==> config.mk <==
export PLATFORM = sky130hd
export DESIGN_NAME = radar_digitizer
export DESIGN_NICKNAME = d
export VERILOG_FILES = /design/src/hw/radar_pkg.sv /design/src/hw/source_select.sv /design/src/hw/pulse_detector.sv /design/src/hw/capture_ctrl.sv /design/src/hw/sample_decim.sv /design/src/hw/sample_mux.sv /design/src/hw/radar_digitizer.sv
export SDC_FILE = /design/constraint.sdc
export NUM_CORES = 1
export LEC_CHECK = 0
export ABC_AREA = 1
export BUFFER_PORTS_ARGS = -buffer_cell sky130_fd_sc_hd__clkbuf_2
export CORE_UTILIZATION = 52
export CTS_CLUSTER_DIAMETER = 100
export DETAILED_ROUTE_END_ITERATION = 12
export HOLD_SLACK_MARGIN = 0.08
export PLACE_DENSITY_LB_ADDON = 0.05
export REMOVE_ABC_BUFFERS = 1
export SYNTH_ARGS = -nofsm -noshare
export SYNTH_HDL_FRONTEND = slang
export SYNTH_SLANG_ARGS = --single-unit
==> constraint.sdc <==
create_clock -name clk64 -period 2.35 [get_ports clk64]
set_input_delay 0.235 -clock clk64 [delete_from_list [all_inputs] [get_ports clk64]]
set_output_delay 0.235 -clock clk64 [all_outputs]
set_load 0.1 [all_outputs]
==> src/hw/radar_pkg.sv <==
// radar pulse digitizer shared types
// widths, source and mode encodings, and the structs that carry
// configuration, selected signals, samples and pulse counts
`default_nettype none

package radar_pkg;

   localparam int adc_w    = 12;   // adc sample width
   localparam int sample_w = 16;   // output word width
   localparam int count_w  = 32;   // pulse counts, sample counts, latencies

   typedef logic [adc_w-1:0] adc_t;

   // which adc channel feeds a radar signal
   typedef enum logic [1:0] {
      rx_a_a = 2'd0,
      rx_b_a = 2'd1,
      rx_a_b = 2'd2,
      rx_b_b = 2'd3
   } src_sel_t;

   typedef enum logic [2:0] {
      mode_pulse_video = 3'd0,   // runs start on trigger
      mode_raw_video   = 3'd1,
      mode_raw_trig    = 3'd2,
      mode_raw_arp     = 3'd3,
      mode_raw_acp     = 3'd4,
      mode_interleave  = 3'd5    // video, trig, arp, acp in turn
   } radar_mode_t;

   // one detector's thresholds and re-arm holdoff
   typedef struct packed {
      adc_t               excite;
      adc_t               relax;
      logic [count_w-1:0] latency;
   } det_cfg_t;

   typedef struct packed {
      logic               enable;       // host wants capture
      radar_mode_t        mode;
      logic               vid_negate;   // mode 0 only
      logic [15:0]        decim_rate;
      logic [count_w-1:0] n_samples;    // samples per run
      src_sel_t           vid_src;
      src_sel_t           trig_src;
      src_sel_t           arp_src;
      src_sel_t           acp_src;
      det_cfg_t           trig;
      det_cfg_t           arp;
      det_cfg_t           acp;
   } radar_cfg_t;

   typedef struct packed {
      adc_t video;
      adc_t trig;
      adc_t arp;
      adc_t acp;
   } radar_signals_t;

   // zero-extended channel value
   typedef struct packed {
      logic [sample_w-adc_w-1:0] pad;
      adc_t                      value;
   } sample_t;

   typedef struct packed {
      logic [count_w-1:0] n_trigs;
      logic [count_w-1:0] n_arps;
      logic [count_w-1:0] n_acps;
   } pulse_stats_t;

endpackage

`default_nettype wire

==> src/hw/source_select.sv <==
// signal source selector
// routes the four adc channels onto video, trigger, arp and acp
`default_nettype none

module source_select
(
   input  wire radar_pkg::adc_t         rx_a_a,
   input  wire radar_pkg::adc_t         rx_b_a,
   input  wire radar_pkg::adc_t         rx_a_b,
   input  wire radar_pkg::adc_t         rx_b_b,
   input  wire radar_pkg::radar_cfg_t   cfg,
   output radar_pkg::radar_signals_t    signals
);
   import radar_pkg::*;

   // one 4:1 mux, channels passed in so the assigns see every input
   function automatic adc_t route(input src_sel_t sel, input adc_t a_a, input adc_t b_a,
                                  input adc_t a_b, input adc_t b_b);
      case (sel)
         radar_pkg::rx_a_a: route = a_a;
         radar_pkg::rx_b_a: route = b_a;
         radar_pkg::rx_a_b: route = a_b;
         default:           route = b_b;
      endcase
   endfunction

   assign signals.video = route(cfg.vid_src,  rx_a_a, rx_b_a, rx_a_b, rx_b_b);
   assign signals.trig  = route(cfg.trig_src, rx_a_a, rx_b_a, rx_a_b, rx_b_b);
   assign signals.arp   = route(cfg.arp_src,  rx_a_a, rx_b_a, rx_a_b, rx_b_b);
   assign signals.acp   = route(cfg.acp_src,  rx_a_a, rx_b_a, rx_a_b, rx_b_b);

endmodule

`default_nettype wire

==> src/hw/pulse_detector.sv <==
// pulse detector with hysteresis
// fires once when an armed input reaches excite, re-arms after the
// input drops below relax and the holdoff latency has run out
`default_nettype none

module pulse_detector
(
   input  wire logic                       clk64,
   input  wire logic                       rx_dsp_reset,
   input  wire logic                       enable_rx,
   input  wire radar_pkg::adc_t            level,
   input  wire radar_pkg::det_cfg_t        det_cfg,
   output logic                            pulse,
   output logic [radar_pkg::count_w-1:0]   count
);
   import radar_pkg::*;

   logic               armed;     // ready to fire on next excursion
   logic [count_w-1:0] holdoff;   // cycles left before re-arm allowed
   logic               fire;

   assign fire = enable_rx & armed & (level >= det_cfg.excite);

   always_ff @(posedge clk64)
   begin
      if (rx_dsp_reset)
      begin
         armed   <= 1'b0;
         holdoff <= '0;
         pulse   <= 1'b0;
         count   <= '0;
      end
      else
      begin
         pulse <= fire;                        // strobe one cycle after the crossing
         if (!enable_rx)
         begin
            // idle, must see a dip below relax before the first pulse
            armed   <= 1'b0;
            holdoff <= '0;
         end
         else if (fire)
         begin
            armed   <= 1'b0;
            holdoff <= det_cfg.latency;
            count   <= count + 1'b1;
         end
         else
         begin
            if (holdoff != '0)
               holdoff <= holdoff - 1'b1;
            // hovering between relax and excite leaves us disarmed
            if (!armed && holdoff == '0 && level < det_cfg.relax)
               armed <= 1'b1;
         end
      end
   end

endmodule

`default_nettype wire

==> src/hw/capture_ctrl.sv <==
// capture control
// waits out the settle delay, starts and stops sample runs,
// counts samples per run and tracks stream credits and overrun
`default_nettype none

module capture_ctrl
#(
   parameter int settle_cycles = 6_400_000,
   parameter int max_credits   = 8
)
(
   input  wire logic                  clk64,
   input  wire logic                  rx_dsp_reset,
   input  wire radar_pkg::radar_cfg_t cfg,
   input  wire logic                  trig_pulse,
   input  wire logic                  mux_strobe,
   input  wire logic                  credit_return,
   output logic                       enable_rx,
   output logic                       run_start,
   output logic                       run_active,
   output logic                       sample_valid,
   output logic                       overrun
);
   import radar_pkg::*;

   localparam int settle_w = $clog2(settle_cycles + 1);
   localparam int credit_w = $clog2(max_credits + 1);
   localparam logic [settle_w-1:0] settle_last = settle_w'(settle_cycles - 1);
   localparam logic [credit_w-1:0] credit_max  = credit_w'(max_credits);

   logic [settle_w-1:0] settle_cnt;   // consecutive cycles with cfg.enable high
   logic [count_w-1:0]  run_cnt;      // samples due so far in this run
   logic [credit_w-1:0] credits;
   logic                continuous;
   logic                start_cond;
   logic                no_credit;
   logic                last_sample;

   assign continuous   = (cfg.mode != mode_pulse_video);
   assign start_cond   = enable_rx & ~run_active & (continuous | trig_pulse);
   assign no_credit    = (credits == '0);
   assign last_sample  = (run_cnt + 1'b1 >= cfg.n_samples);   // dropped ones count too
   assign sample_valid = mux_strobe & run_active & ~no_credit;

   // settle delay before capture is allowed
   always_ff @(posedge clk64)
   begin
      if (rx_dsp_reset || !cfg.enable)
      begin
         settle_cnt <= '0;
         enable_rx  <= 1'b0;
      end
      else if (settle_cnt == settle_last)
         enable_rx <= 1'b1;                  // hold count here once settled
      else
         settle_cnt <= settle_cnt + 1'b1;
   end

   // run start / stop and per-run sample count
   always_ff @(posedge clk64)
   begin
      if (rx_dsp_reset)
      begin
         run_start  <= 1'b0;
         run_active <= 1'b0;
         run_cnt    <= '0;
      end
      else
      begin
         run_start <= start_cond;
         if (start_cond)
         begin
            run_active <= 1'b1;
            run_cnt    <= '0;
         end
         else if (!enable_rx)
            run_active <= 1'b0;              // host pulled enable mid-run
         else if (mux_strobe && run_active)
         begin
            run_cnt <= run_cnt + 1'b1;
            if (last_sample)
               run_active <= 1'b0;
         end
      end
   end

   // credits: send takes one, return gives one back, both at once is a wash
   always_ff @(posedge clk64)
   begin
      if (rx_dsp_reset)
      begin
         credits <= credit_max;
         overrun <= 1'b0;
      end
      else
      begin
         if (sample_valid && !credit_return)
            credits <= credits - 1'b1;
         else if (!sample_valid && credit_return && credits != credit_max)
            credits <= credits + 1'b1;
         if (mux_strobe && run_active && no_credit)
            overrun <= 1'b1;                 // sticky until reset
      end
   end

endmodule

`default_nettype wire

==> src/hw/sample_decim.sv <==
// decimation strobe generator
// strobes every decim_rate cycles during a run, phase set by run_start
`default_nettype none

module sample_decim
(
   input  wire logic        clk64,
   input  wire logic        rx_dsp_reset,
   input  wire logic        run_start,
   input  wire logic        run_active,
   input  wire logic [15:0] decim_rate,
   output logic             decim_strobe
);

   logic [15:0] cnt;      // cycles left until next strobe
   logic [15:0] reload;

   // rate 0 behaves as rate 1
   assign reload       = (decim_rate == 16'd0) ? 16'd0 : decim_rate - 16'd1;
   assign decim_strobe = run_active & ~run_start & (cnt == 16'd0);

   always_ff @(posedge clk64)
   begin
      if (rx_dsp_reset)
         cnt <= '0;
      else if (run_start || decim_strobe)
         cnt <= reload;                     // restart period
      else if (run_active && cnt != 16'd0)
         cnt <= cnt - 16'd1;
   end

endmodule

`default_nettype wire

==> src/hw/sample_mux.sv <==
// sample multiplexer
// picks the output value by capture mode, negates video when asked,
// steps the interleave phase, and registers the sample word
`default_nettype none

module sample_mux
(
   input  wire logic                      clk64,
   input  wire logic                      rx_dsp_reset,
   input  wire radar_pkg::radar_signals_t signals,
   input  wire radar_pkg::radar_mode_t    mode,
   input  wire logic                      vid_negate,
   input  wire logic                      run_start,
   input  wire logic                      decim_strobe,
   output radar_pkg::sample_t             sample,
   output logic                           mux_strobe
);
   import radar_pkg::*;

   logic [1:0] phase;   // interleave slot: 0 video, 1 trig, 2 arp, 3 acp
   adc_t       pick;

   always_comb
   begin
      case (mode)
         mode_pulse_video: pick = vid_negate ? adc_t'(12'hfff) - signals.video : signals.video;
         mode_raw_video:   pick = signals.video;
         mode_raw_trig:    pick = signals.trig;
         mode_raw_arp:     pick = signals.arp;
         mode_raw_acp:     pick = signals.acp;
         mode_interleave:
            case (phase)
               2'd0:    pick = signals.video;
               2'd1:    pick = signals.trig;
               2'd2:    pick = signals.arp;
               default: pick = signals.acp;
            endcase
         default:          pick = signals.video;   // unused codes
      endcase
   end

   always_ff @(posedge clk64)
   begin
      if (rx_dsp_reset)
      begin
         phase      <= 2'd0;
         mux_strobe <= 1'b0;
      end
      else
      begin
         mux_strobe <= decim_strobe;
         if (run_start)
            phase <= 2'd0;              // each run opens on video
         else if (decim_strobe)
            phase <= phase + 2'd1;
      end
   end

   // payload, only loaded on a decimated tick
   always_ff @(posedge clk64)
   begin
      if (decim_strobe)
      begin
         sample.pad   <= '0;
         sample.value <= pick;
      end
   end

endmodule

`default_nettype wire

==> src/hw/radar_digitizer.sv <==
// marine radar baseband pulse digitizer, top level
// selects video/trigger/heading/azimuth from four adc channels,
// counts pulses and streams decimated samples under credit flow control
`default_nettype none

module radar_digitizer
#(
   parameter int settle_cycles = 6_400_000,   // 0.1 s at 64 MHz
   parameter int max_credits   = 8
)
(
   input  wire logic                    clk64,
   input  wire logic                    rx_dsp_reset,
   input  wire radar_pkg::adc_t         rx_a_a,
   input  wire radar_pkg::adc_t         rx_b_a,
   input  wire radar_pkg::adc_t         rx_a_b,
   input  wire radar_pkg::adc_t         rx_b_b,
   input  wire radar_pkg::radar_cfg_t   cfg,
   input  wire logic                    credit_return,
   output radar_pkg::sample_t           sample,
   output logic                         sample_valid,
   output logic                         overrun,
   output radar_pkg::pulse_stats_t      stats
);
   import radar_pkg::*;

   radar_signals_t signals;      // selected video, trig, arp, acp
   logic           enable_rx;    // capture enabled after settle
   logic           trig_pulse;
   logic           run_start;
   logic           run_active;
   logic           decim_strobe;
   logic           mux_strobe;

   source_select src_i
   (
      .rx_a_a (rx_a_a), .rx_b_a (rx_b_a), .rx_a_b (rx_a_b), .rx_b_b (rx_b_b),
      .cfg    (cfg),
      .signals(signals)
   );

   pulse_detector trig_det
   (
      .clk64(clk64), .rx_dsp_reset(rx_dsp_reset), .enable_rx(enable_rx),
      .level(signals.trig), .det_cfg(cfg.trig),
      .pulse(trig_pulse), .count(stats.n_trigs)
   );

   // arp and acp are only counted, their strobes go nowhere
   pulse_detector arp_det
   (
      .clk64(clk64), .rx_dsp_reset(rx_dsp_reset), .enable_rx(enable_rx),
      .level(signals.arp), .det_cfg(cfg.arp),
      .pulse(), .count(stats.n_arps)
   );

   pulse_detector acp_det
   (
      .clk64(clk64), .rx_dsp_reset(rx_dsp_reset), .enable_rx(enable_rx),
      .level(signals.acp), .det_cfg(cfg.acp),
      .pulse(), .count(stats.n_acps)
   );

   capture_ctrl #(.settle_cycles(settle_cycles), .max_credits(max_credits)) ctrl_i
   (
      .clk64(clk64), .rx_dsp_reset(rx_dsp_reset), .cfg(cfg),
      .trig_pulse(trig_pulse), .mux_strobe(mux_strobe), .credit_return(credit_return),
      .enable_rx(enable_rx), .run_start(run_start), .run_active(run_active),
      .sample_valid(sample_valid), .overrun(overrun)
   );

   sample_decim decim_i
   (
      .clk64(clk64), .rx_dsp_reset(rx_dsp_reset),
      .run_start(run_start), .run_active(run_active),
      .decim_rate(cfg.decim_rate), .decim_strobe(decim_strobe)
   );

   sample_mux mux_i
   (
      .clk64(clk64), .rx_dsp_reset(rx_dsp_reset), .signals(signals),
      .mode(cfg.mode), .vid_negate(cfg.vid_negate),
      .run_start(run_start), .decim_strobe(decim_strobe),
      .sample(sample), .mux_strobe(mux_strobe)
   );

endmodule

`default_nettype wire

# --- Word level (Yosys, flattened, before mapping) ---
# Index checks and enable logic that the tools add are counted.
# W data, S select, Z words.
word_totals:
  ff_bits: 290
  out_inout_bits: 114
op_classes:
  magnitude_cmp: 7
  mux: 22
  bitwise_logic: 17
  eq_ne: 18
  add_sub_neg: 14
  reduce_logical: 53
op_table:
  columns: ["op", "n"]
  rows:
  - ["$mux W32", 6]
  - ["$pmux W12 S3", 5]
  - ["$add A32 B1 Y32 const B", 4]
  - ["$logic_not A32 Y1", 3]
  - ["$reduce_bool A32 Y1", 3]
  - ["$sub A32 B1 Y32 const B", 3]
  - ["$pmux W12 S5", 1]
  - ["$mux W16", 3]
  - ["$ge A12 B12 Y1", 3]
  - ["$lt A12 B12 Y1", 3]
  - ["$ge A32 B32 Y1", 1]
  - ["$logic_not A16 Y1", 2]
  - ["$sub A16 B1 Y16 const B", 2]
  - ["$add A23 B1 Y23 const B", 1]
  - ["$eq A23 B23 Y1 const B", 1]
  - ["$reduce_bool A16 Y1", 1]
  - ["$and A1 B1 Y1", 12]
  - ["$logic_and A1 B1 Y1", 12]
  - ["$mux W12", 1]
  - ["$sub A12 B12 Y12 const A", 1]
  - ["$eq A2 B1 Y1 const B", 5]
  - ["$eq A2 B2 Y1 const B", 5]
  - ["$logic_not A2 Y1", 5]
  - ["$reduce_and A2 Y1", 5]
  - ["other kinds (19)", 43]

# --- Longest topological paths before layout ---
# Gate-level depths: netlist of the first run.
logic_depth:
  word_depth: 8
  depth_mapped: 21
  depth_no_buf: 20

# --- By module ---
# A second synthesis of the first run with hierarchy kept.
unflattened:
  hier_cells: 3845
  hier_area_um2: 23680.2
modules_own_cells:
  columns: ["module", "seq_area_each_um2", "cells_each", "area_per_inst_um2", "instances"]
  rows:
  - ["pulse_detector", 1321.3, 760, 4700.8, 3]
  - ["capture_ctrl", 1261.2, 706, 4619.4, 1]
  - ["sample_decim", 320.3, 287, 1671.6, 1]
  - ["sample_mux", 420.4, 284, 1665.3, 1]
  - ["source_select", 0.0, 288, 1621.6, 1]

# --- Worst setup path after synthesis of the first run ---
# Ideal clock, no wire load.
synth_path:
  kind: "reg-to-reg"
  from: "reg ctrl_i.run_cnt[0]"
  to: "reg ctrl_i.run_active"
  stages_incl_launch_ff: 21
  t_required_ns: 2.238
  path_slack_ns: -0.088
  n_path_buf: 0
  t_arrival_ns: 2.326
  path_cell_list: "dfxtp_1 > ha_1 > nand3_1 > inv_1 > nand2_2 > nor2_4 > inv_1 > nor2_2 > nand2_1 > xor2_1 > inv_1 > ha_1 > nand2_1 > nor2_1 > nand4_1 > nor2_1 > nand4_1 > nand3_1 > nand2_1 > nand2_1 > nand2_1"
synth_between:
  elab_chain_len: 4
synth_rtl:
  columns: ["element", "line", "rtl"]
  rows:
  - ["start, declared", "capture_ctrl.sv:32", "logic [count_w-1:0] run_cnt;"]
  - ["start signal, assigned", "capture_ctrl.sv:80", "run_cnt <= run_cnt + 1'b1;"]
  - ["$add A32 B1 Y32", "capture_ctrl.sv:42", "assign last_sample = (run_cnt + 1'b1 >= cfg.n_samples);"]
  - ["$ge A32 B32 Y1", "capture_ctrl.sv:42", null]
  - ["$ne A3 B3 Y1 (no line)", null, null]
  - ["$reduce_and A2 Y1 (no line)", null, null]
  - ["end signal, assigned", "capture_ctrl.sv:65", "run_active <= 1'b0;"]
  - ["end signal, assigned", "capture_ctrl.sv:73", "run_active <= 1'b1;"]
  - ["end signal, assigned", "capture_ctrl.sv:77", "run_active <= 1'b0;"]
  - ["end, declared", "capture_ctrl.sv:20", "output logic run_active,"]
# No other way between the ends.
# A chain may end at the register's enable or synchronous reset.

# --- Final worst setup path of the first run ---
# Same ends and word-level chain as after synthesis.

==> insert_results.sql, run 1 <==
INSERT INTO impl_metrics (metric_group, metric, value, unit) VALUES
('global_route', 'grt_pass1_wl', '118', 'mm'),
('run', 'max-cap-violations', '0', ''),
('cts', 'cts_sinks', '290', ''),
('floorplanning', 'placement_rows', '75', ''),
('sta', 'maxClockFrequency', '380', 'MHz'),
('cts', 'cts_tree', 'yes', ''),
('finish', 'finished_cell_area', '29400', 'µm²'),
('sta', 'timing_worst_slew_pin_value', '0.788', 'ns'),
('floorplanning', 'dieHeight', '209', 'µm'),
('finish', 'layout-area-overhead-vs-synth', '32.4', '%'),
('sta', 'timing.max_slew.rel_slack', '0.473', ''),
('power', 'comb_power_share', '0.162', ''),
('yosys', 'seq_area_frac_synth', '0.266', ''),
('floorplanning', 'chipWidth', '209', 'µm'),
('worst_setup_path', 'worstSetupPathType', 'reg -> reg', ''),
('finish', 'instances_no_fill', '4829', ''),
('power', 'finalPower', '0.0123', 'W'),
('worst_setup_path', 'worst_setup_start_kind', 'register', ''),
('sta', 'fin_ws', '-0.284', 'ns'),
('outcome', 'run_status', 'finished with violations', ''),
('global_route', 'grt_pass1_vias', '23600', ''),
('cts', 'h-tree-depth', '2', ''),
('floorplanning', 'die-area', '43600', 'µm²'),
('power', 'net_load_switching_power', '0.00332', 'W'),
('placed_design', 'placement.setup.worst_slack', '-0.482', 'ns'),
('sta', 'slew_viol_final', '0', ''),
('finish', 'share_of_final_layout_standard_cells_stronger_than_drive_strength_1', '0.210', ''),
('routing', 'wl_met3', '5.21', 'mm'),
('yosys', 'asyncSetResetFlopFracSynth', '0', ''),
('finish', 'layout.cells.most_common', 'sky130_fd_sc_hd__nand2_1', ''),
('sta', 'fin_worst_hold_slack', '0.104', 'ns'),
('worst_setup_path', 'crit_arrival', '3.08', 'ns'),
('power', 'internal_power', '0.00899', 'W'),
('routing', 'firstDrtPassIters', '5', ''),
('floorplanning', 'floorplan.io_pins', '394', ''),
('worst_setup_path', 'reg2reg_depth', '19', ''),
('worst_setup_path', 'worst-path-max-fanout', '3', ''),
('cts', 'ctsLongestPathBuffers', '3', ''),
('power', 'power_leakage', '14.1', 'nW'),
('routing', 'met2_wirelength_from_detailed_routing', '34.4', 'mm'),
('routing', 'dr.first_iter.drc_count', '2151', ''),
('placed_design', 'dpl.cell_count', '4629', ''),
('placed_design', 'detailedPlacementHpwl', '55.6', 'mm'),
('finish', 'layout_common_cells', '952 x sky130_fd_sc_hd__nand2_1, 411 x sky130_fd_sc_hd__nor2_1, 386 x sky130_fd_sc_hd__clkbuf_2, 378 x sky130_fd_sc_hd__inv_1, 286 x sky130_fd_sc_hd__a21oi_1', ''),
('global_route', 'grtUsageTotal', '0.330', ''),
('cts', 'cts_clk_pin_slew_worst_paths', '0.06', 'ns'),
('floorplanning', 'effective_utilization_at_floorplan', '0.529', ''),
('global_route', 'grt.overflow.total', '0', ''),
('worst_setup_path', 'critPathRequiredTime', '2.80', 'ns'),
('sta', 'fin_worst_skew', '0.0157', 'ns'),
('placed_design', 'numPortBuffers', '389', ''),
('power', 'power.clock.fraction', '0.432', ''),
('cts', 'cts_bufs_inserted', '35', ''),
('worst_setup_path', 'cp.depth', '19', ''),
('power', 'pwr-share-seq', '0.406', ''),
('routing', 'highest_layer', 'met4', ''),
('routing', 'wl_per_cell', '15.5', 'µm'),
('yosys', 'yosys.cell_types.count', '47', ''),
('yosys', 'synthesis.instances', '3569', ''),
('sta', 'timing.final.hold_violations', '0', ''),
('worst_setup_path', 'cpMaxStageDelayCell', 'sky130_fd_sc_hd__dfxtp_4', ''),
('worst_setup_path', 'worst_r2r_startpoint', 'ctrl_i.run_cnt[0]', ''),
('outcome', 'violations', 'setup timing', ''),
('yosys', 'synth-edff-count', '12', ''),
('power', 'power_switching_share', '0.270', ''),
('placed_design', 'placement.cell_area', '26300', 'µm²'),
('routing', 'post-route-drc-count', '0', ''),
('sta', 'finalSetupViolations', '1', ''),
('min_path', 'worstHoldPathType', 'in -> reg', ''),
('worst_setup_path', 'setup.worst_path.end_class', 'register', ''),
('yosys', 'synth_top_flop_cell', 'sky130_fd_sc_hd__dfxtp_1', '');
worst min-delay path: cells and delay by family:
kind	cells	cell delay (ns)
buf+inv	2	0.16
xor+xnor	1	0.08
compound gates	1	0.05
simple gates	1	0.06
layer usage:
| metal | GRT usage | up-vias |
|---|---|---|
| li1 | - | 12900 |
| met4 | 0.124 | 0 |
| met1 | 0.434 | 11400 |
| met5 | 0 | - |
| met2 | 0.546 | 937 |
| met3 | 0.0451 | 169 |
layout make-up:
type / count / area, µm² / area share
sequential: 290 / 5960 / 0.202
timing repair buffer: 773 / 5470 / 0.186
multi-input combinational: 2766 / 14700 / 0.500
tap: 539 / 674 / 0.0229
clock inverter: 16 / 138 / 0.00467
inverter: 393 / 1490 / 0.0505
clock buffer: 47 / 992 / 0.0337
antenna: 5 / 12.5 / 0.000425
power groups by stage:
stage	Clock [W]	Sequential [W]	Combinational [W]
2_1_floorplan	0	0.00511	0.000839
3_3_place_gp	0	0.00512	0.00174
3_5_place_dp	0	0.00512	0.00175
4_1_cts	0.00542	0.00500	0.00190
5_1_grt	0.00561	0.00500	0.00220
6_report	0.00533	0.00500	0.00199
cells by family after synthesis:
| family | Yosys count | synth area share |
|---|---|---|
| buf+inv | 516 | 0.0936 |
| xor+xnor | 218 | 0.0858 |
| simple gates | 1889 | 0.363 |
| flops | 290 | 0.266 |
| fa+ha+maj | 119 | 0.0673 |
| other cells | 1 | 0.000169 |
| compound gates | 536 | 0.124 |
repair_timing:
item / CTS / global route
endpoints found under the setup margin: 1 / 176
resized for setup: 42 / 129
cloned: 0 / 6
setup buffers: 11 / 14
hold endpoints to repair: 109 / 0
pin swaps: 16 / 47
hold buffers: 101 / 0
metrics by stage:
stage	util	setup TNS, ns
global placement	0.627	-64.03
finish	0.700	-0.284
global route	0.700	-0.516
detailed placement	0.627	-78.50
floorplan	-	-159.35
CTS	0.683	-0.241
cell usage after synthesis, types with 8 or more instances:
library cell	n	share of area
sky130_fd_sc_hd__nand2_2	12	0.0034
sky130_fd_sc_hd__nor3_1	67	0.015
sky130_fd_sc_hd__dfxtp_1	278	0.25
sky130_fd_sc_hd__xor2_1	134	0.053
sky130_fd_sc_hd__or2_2	9	0.0025
sky130_fd_sc_hd__nand4_1	83	0.023
sky130_fd_sc_hd__a21oi_1	290	0.065
sky130_fd_sc_hd__xnor2_1	84	0.033
sky130_fd_sc_hd__o21ai_0	192	0.043
sky130_fd_sc_hd__nand3_1	231	0.052
sky130_fd_sc_hd__nor2_1	428	0.072
sky130_fd_sc_hd__inv_2	8	0.0013
sky130_fd_sc_hd__clkbuf_1	66	0.011
sky130_fd_sc_hd__o22ai_1	12	0.0034
sky130_fd_sc_hd__nand2_1	975	0.16
sky130_fd_sc_hd__nor4_1	14	0.0039
sky130_fd_sc_hd__nor2_2	25	0.0070
sky130_fd_sc_hd__edfxtp_1	12	0.016
sky130_fd_sc_hd__nor3_2	12	0.0054
sky130_fd_sc_hd__buf_2	30	0.0067
sky130_fd_sc_hd__ha_1	118	0.066
sky130_fd_sc_hd__buf_4	14	0.0047
sky130_fd_sc_hd__o21ai_1	12	0.0027
sky130_fd_sc_hd__and2_1	8	0.0022
sky130_fd_sc_hd__o21a_1	12	0.0040
sky130_fd_sc_hd__inv_1	385	0.065
state kept, by name, indices dropped and copies added (netlist names), 23 cells and up:
| register | count |
|---|---|
| acp_det.count | 32 |
| arp_det.holdoff | 32 |
| trig_det.count | 32 |
| trig_det.holdoff | 32 |
| ctrl_i.settle_cnt | 23 |
| acp_det.holdoff | 32 |
| arp_det.count | 32 |
| ctrl_i.run_cnt | 32 |
worst min path at each step:
stage             startpoint  cells past startpoint            endpoint  slack, ns
2_1_floorplan   rx_dsp_reset                      1   acp_det.count[10]       0.30
3_3_place_gp   acp_det.armed                      2       acp_det.armed       0.44
3_5_place_dp   acp_det.armed                      2       acp_det.armed       0.44
4_1_cts               cfg[1]                      5  acp_det.holdoff[1]       0.08
5_1_grt             cfg[212]                      5      decim_i.cnt[4]       0.12
6_report            cfg[212]                      5      decim_i.cnt[4]       0.10
(Power assumes the default switching activity.)
==> run 2: changes to the inputs <==
CORE_UTILIZATION = 53   (was 52)
SYNTH_HIERARCHICAL = 1   (was not set)
==> insert_results.sql, run 2 <==
INSERT INTO impl_metrics (metric_group, metric, value, unit) VALUES
('worst_setup_path', 'crit_arrival', '2.93', 'ns'),
('sta', 'timing.max_slew.rel_slack', '0.511', ''),
('worst_setup_path', 'setup.reg_to_reg.worst_slack', '-0.13', 'ns'),
('routing', 'wl_per_cell', '15.5', 'µm'),
('outcome', 'run_status', 'finished with violations', ''),
('min_path', 'hold_path_startpoint', 'cfg[217]', ''),
('power', 'finalPower', '0.0126', 'W'),
('yosys', 'netlist_area', '23600', 'µm²'),
('yosys', 'syn-mean-instance-area', '6.15', 'µm²'),
('cts', 'clk-insertion-delay-late', '0.56', 'ns'),
('routing', 'dr_total_vias', '26400', ''),
('finish', 'share_of_final_layout_standard_cells_stronger_than_drive_strength_1', '0.192', ''),
('placed_design', 'placement.setup.worst_slack', '-0.243', 'ns'),
('sta', 'maxClockFrequency', '404', 'MHz'),
('min_path', 'whs_path_depth', '5', ''),
('sta', 'setup_tns', '-0.127', 'ns'),
('placed_design', 'numPortBuffers', '389', ''),
('global_route', 'grt.overflow.total', '0', ''),
('sta', 'fin_worst_skew', '0.0276', 'ns'),
('cts', 'cts_bufs_inserted', '35', ''),
('sta', 'fin_worst_hold_slack', '0.104', 'ns'),
('min_path', 'worstHoldPathType', 'in -> reg', ''),
('worst_setup_path', 'worst-path-max-fanout', '3', ''),
('cts', 'cts_tree', 'yes', ''),
('finish', 'num-nets-final', '4841', ''),
('power', 'power_leakage', '14.5', 'nW'),
('routing', 'dr.first_iter.drc_count', '2342', ''),
('global_route', 'grtUsageTotal', '0.333', ''),
('routing', 'viasPerCell', '5.22', ''),
('worst_setup_path', 'worstReg2RegEnd', 'ctrl_i/run_active', ''),
('cts', 'ctsLongestPathBuffers', '3', ''),
('routing', 'drt.antenna.violating_nets', '0', ''),
('sta', 'finalSetupViolations', '1', ''),
('global_route', 'grt_max_degree', '53', ''),
('worst_setup_path', 'critPathRequiredTime', '2.80', 'ns'),
('global_route', 'antenna_found_initial', '6', ''),
('cts', 'cts_root_buffer', 'sky130_fd_sc_hd__clkbuf_16', ''),
('sta', 'slew_viol_final', '0', ''),
('global_route', 'grt_pass1_vias', '23700', ''),
('floorplanning', 'chipWidth', '213', 'µm'),
('finish', 'layout-area-overhead-vs-synth', '24.7', '%'),
('placed_design', 'detailedPlacementHpwl', '60.5', 'mm'),
('worst_setup_path', 'reg2reg_depth', '17', ''),
('cts', 'h-tree-depth', '2', ''),
('routing', 'aggregate_routed_wire_length', '78.6', 'mm'),
('floorplanning', 'floorplan.io_pins', '394', ''),
('finish', 'final_core_util', '0.668', ''),
('floorplanning', 'die-area', '45400', 'µm²'),
('cts', 'cts_sinks', '290', ''),
('min_path', 'hold_path_end', 'decim_i/cnt[9]', ''),
('worst_setup_path', 'setup.worst_path.end_class', 'register', ''),
('floorplanning', 'area_inside_the_core_boundary', '44100', 'µm²'),
('outcome', 'violations', 'setup timing', ''),
('placed_design', 'place_congestion', '1.02', ''),
('sta', 'timing.final.hold_violations', '0', ''),
('sta', 'final.period_utilization', '1.05', ''),
('routing', 'firstDrtPassIters', '7', ''),
('yosys', 'yosys_warnings', '6', ''),
('finish', 'layout_common_cells', '1173 x sky130_fd_sc_hd__nand2_1, 523 x sky130_fd_sc_hd__nor2_1, 388 x sky130_fd_sc_hd__clkbuf_2, 369 x sky130_fd_sc_hd__inv_1, 313 x sky130_fd_sc_hd__nand3_1', ''),
('worst_setup_path', 'worst_setup_start_kind', 'register', ''),
('floorplanning', 'placement_rows', '77', ''),
('power', 'powerDensity', '427', 'nW/µm²'),
('sta', 'layout_min_cycle_time', '2.48', 'ns'),
('worst_setup_path', 'worstSetupPathType', 'reg -> reg', ''),
('cts', 'cts_clk_pin_slew_worst_paths', '0.06', 'ns'),
('run', 'max-cap-violations', '0', ''),
('power', 'vdd.ir_drop.worst', '0.498', 'mV'),
('global_route', 'grt_pass1_wl', '121', 'mm'),
('worst_setup_path', 'worst_r2r_startpoint', 'ctrl_i/run_cnt[17]', ''),
('routing', 'post-route-drc-count', '0', ''),
('floorplanning', 'effective_utilization_at_floorplan', '0.536', ''),
('finish', 'layout.cells.most_common', 'sky130_fd_sc_hd__nand2_1', ''),
('sta', 'timing_worst_slew_pin_value', '0.732', 'ns'),
('sta', 'unrepaired_setup_endpoints_after_global_routing', 'yes', ''),
('yosys', 'synthesis.instances', '3841', ''),
('floorplanning', 'dieHeight', '213', 'µm'),
('sta', 'fin_ws', '-0.127', 'ns');
## run 2: final cells by class
class / count / area (µm²)
Clock inverter: 21 / 245
Timing Repair Buffer: 686 / 4550
Clock buffer: 43 / 941
Sequential cell: 290 / 5950
Antenna cell: 5 / 12.5
Fill cell: 4230 / 14700
Tap cell: 592 / 741
Inverter: 395 / 1480
Multi-Input combinational cell: 3034 / 15500
## run 2: worst max-delay path by stage
stage	startpoint	to	slack, ns	depth (start not counted)
finish	ctrl_i/run_cnt[17]	ctrl_i/run_active	-0.13	17
floorplan	cfg[173]	trig_det/holdoff[26]	-0.22	16
CTS	ctrl_i/run_cnt[9]	ctrl_i/run_active	-0.10	17
detailed placement	cfg[173]	trig_det/holdoff[12]	-0.24	16
global placement	ctrl_i/run_cnt[8]	ctrl_i/run_active	-0.24	18
global route	ctrl_i/run_cnt[28]	ctrl_i/run_active	-0.32	17
## run 2: layer usage
| layer | wire length (µm) | track usage | vias up |
|---|---|---|---|
| met1 | 35100 | 0.449 | 11800 |
| met5 | 0 | 0 | - |
| li1 | - | - | 13500 |
| met3 | 5500 | 0.0512 | 178 |
| met2 | 35500 | 0.537 | 920 |
| met4 | 2490 | 0.114 | 0 |
## run 2: metrics by stage
stage	cell area (µm²)	cells
after detailed placement	26900	4891
after global routing	29500	5066
final	29500	5066
after CTS	29200	5056
after global placement	26900	4891
after floorplan	22700	3719
## run 2: power breakdown
| part | internal (W) | switching (W) |
|---|---|---|
| registers | 0.00498 | 0.0000269 |
| logic | 0.000817 | 0.00113 |
| clock network | 0.00333 | 0.00230 |
| total | 0.00912 | 0.00346 |
## run 2: worst max-delay path, stage by stage (launching register included)
cell,delay [ns]
sky130_fd_sc_hd__dfxtp_2,0.35
sky130_fd_sc_hd__nand2_2,0.10
sky130_fd_sc_hd__nor3_4,0.22
sky130_fd_sc_hd__nand2_1,0.11
sky130_fd_sc_hd__nor2_1,0.11
sky130_fd_sc_hd__nand3b_1,0.12
sky130_fd_sc_hd__xor2_1,0.20
sky130_fd_sc_hd__inv_1,0.09
sky130_fd_sc_hd__ha_4,0.27
sky130_fd_sc_hd__nand2_2,0.05
sky130_fd_sc_hd__inv_1,0.05
sky130_fd_sc_hd__nand4_1,0.22
sky130_fd_sc_hd__a21oi_1,0.19
sky130_fd_sc_hd__nor2_1,0.06
sky130_fd_sc_hd__nand2_1,0.07
sky130_fd_sc_hd__nand2_1,0.05
sky130_fd_sc_hd__nand2_1,0.06
sky130_fd_sc_hd__nand2_1,0.05
## run 2: repair_timing
item	4_1_cts	5_1_grt
endpoints found under the setup margin	1	1
gates resized for setup	26	55
hold buffers	96	0
buffers inserted	5	5
pin swaps	20	24
endpoints found under the hold margin	105	0
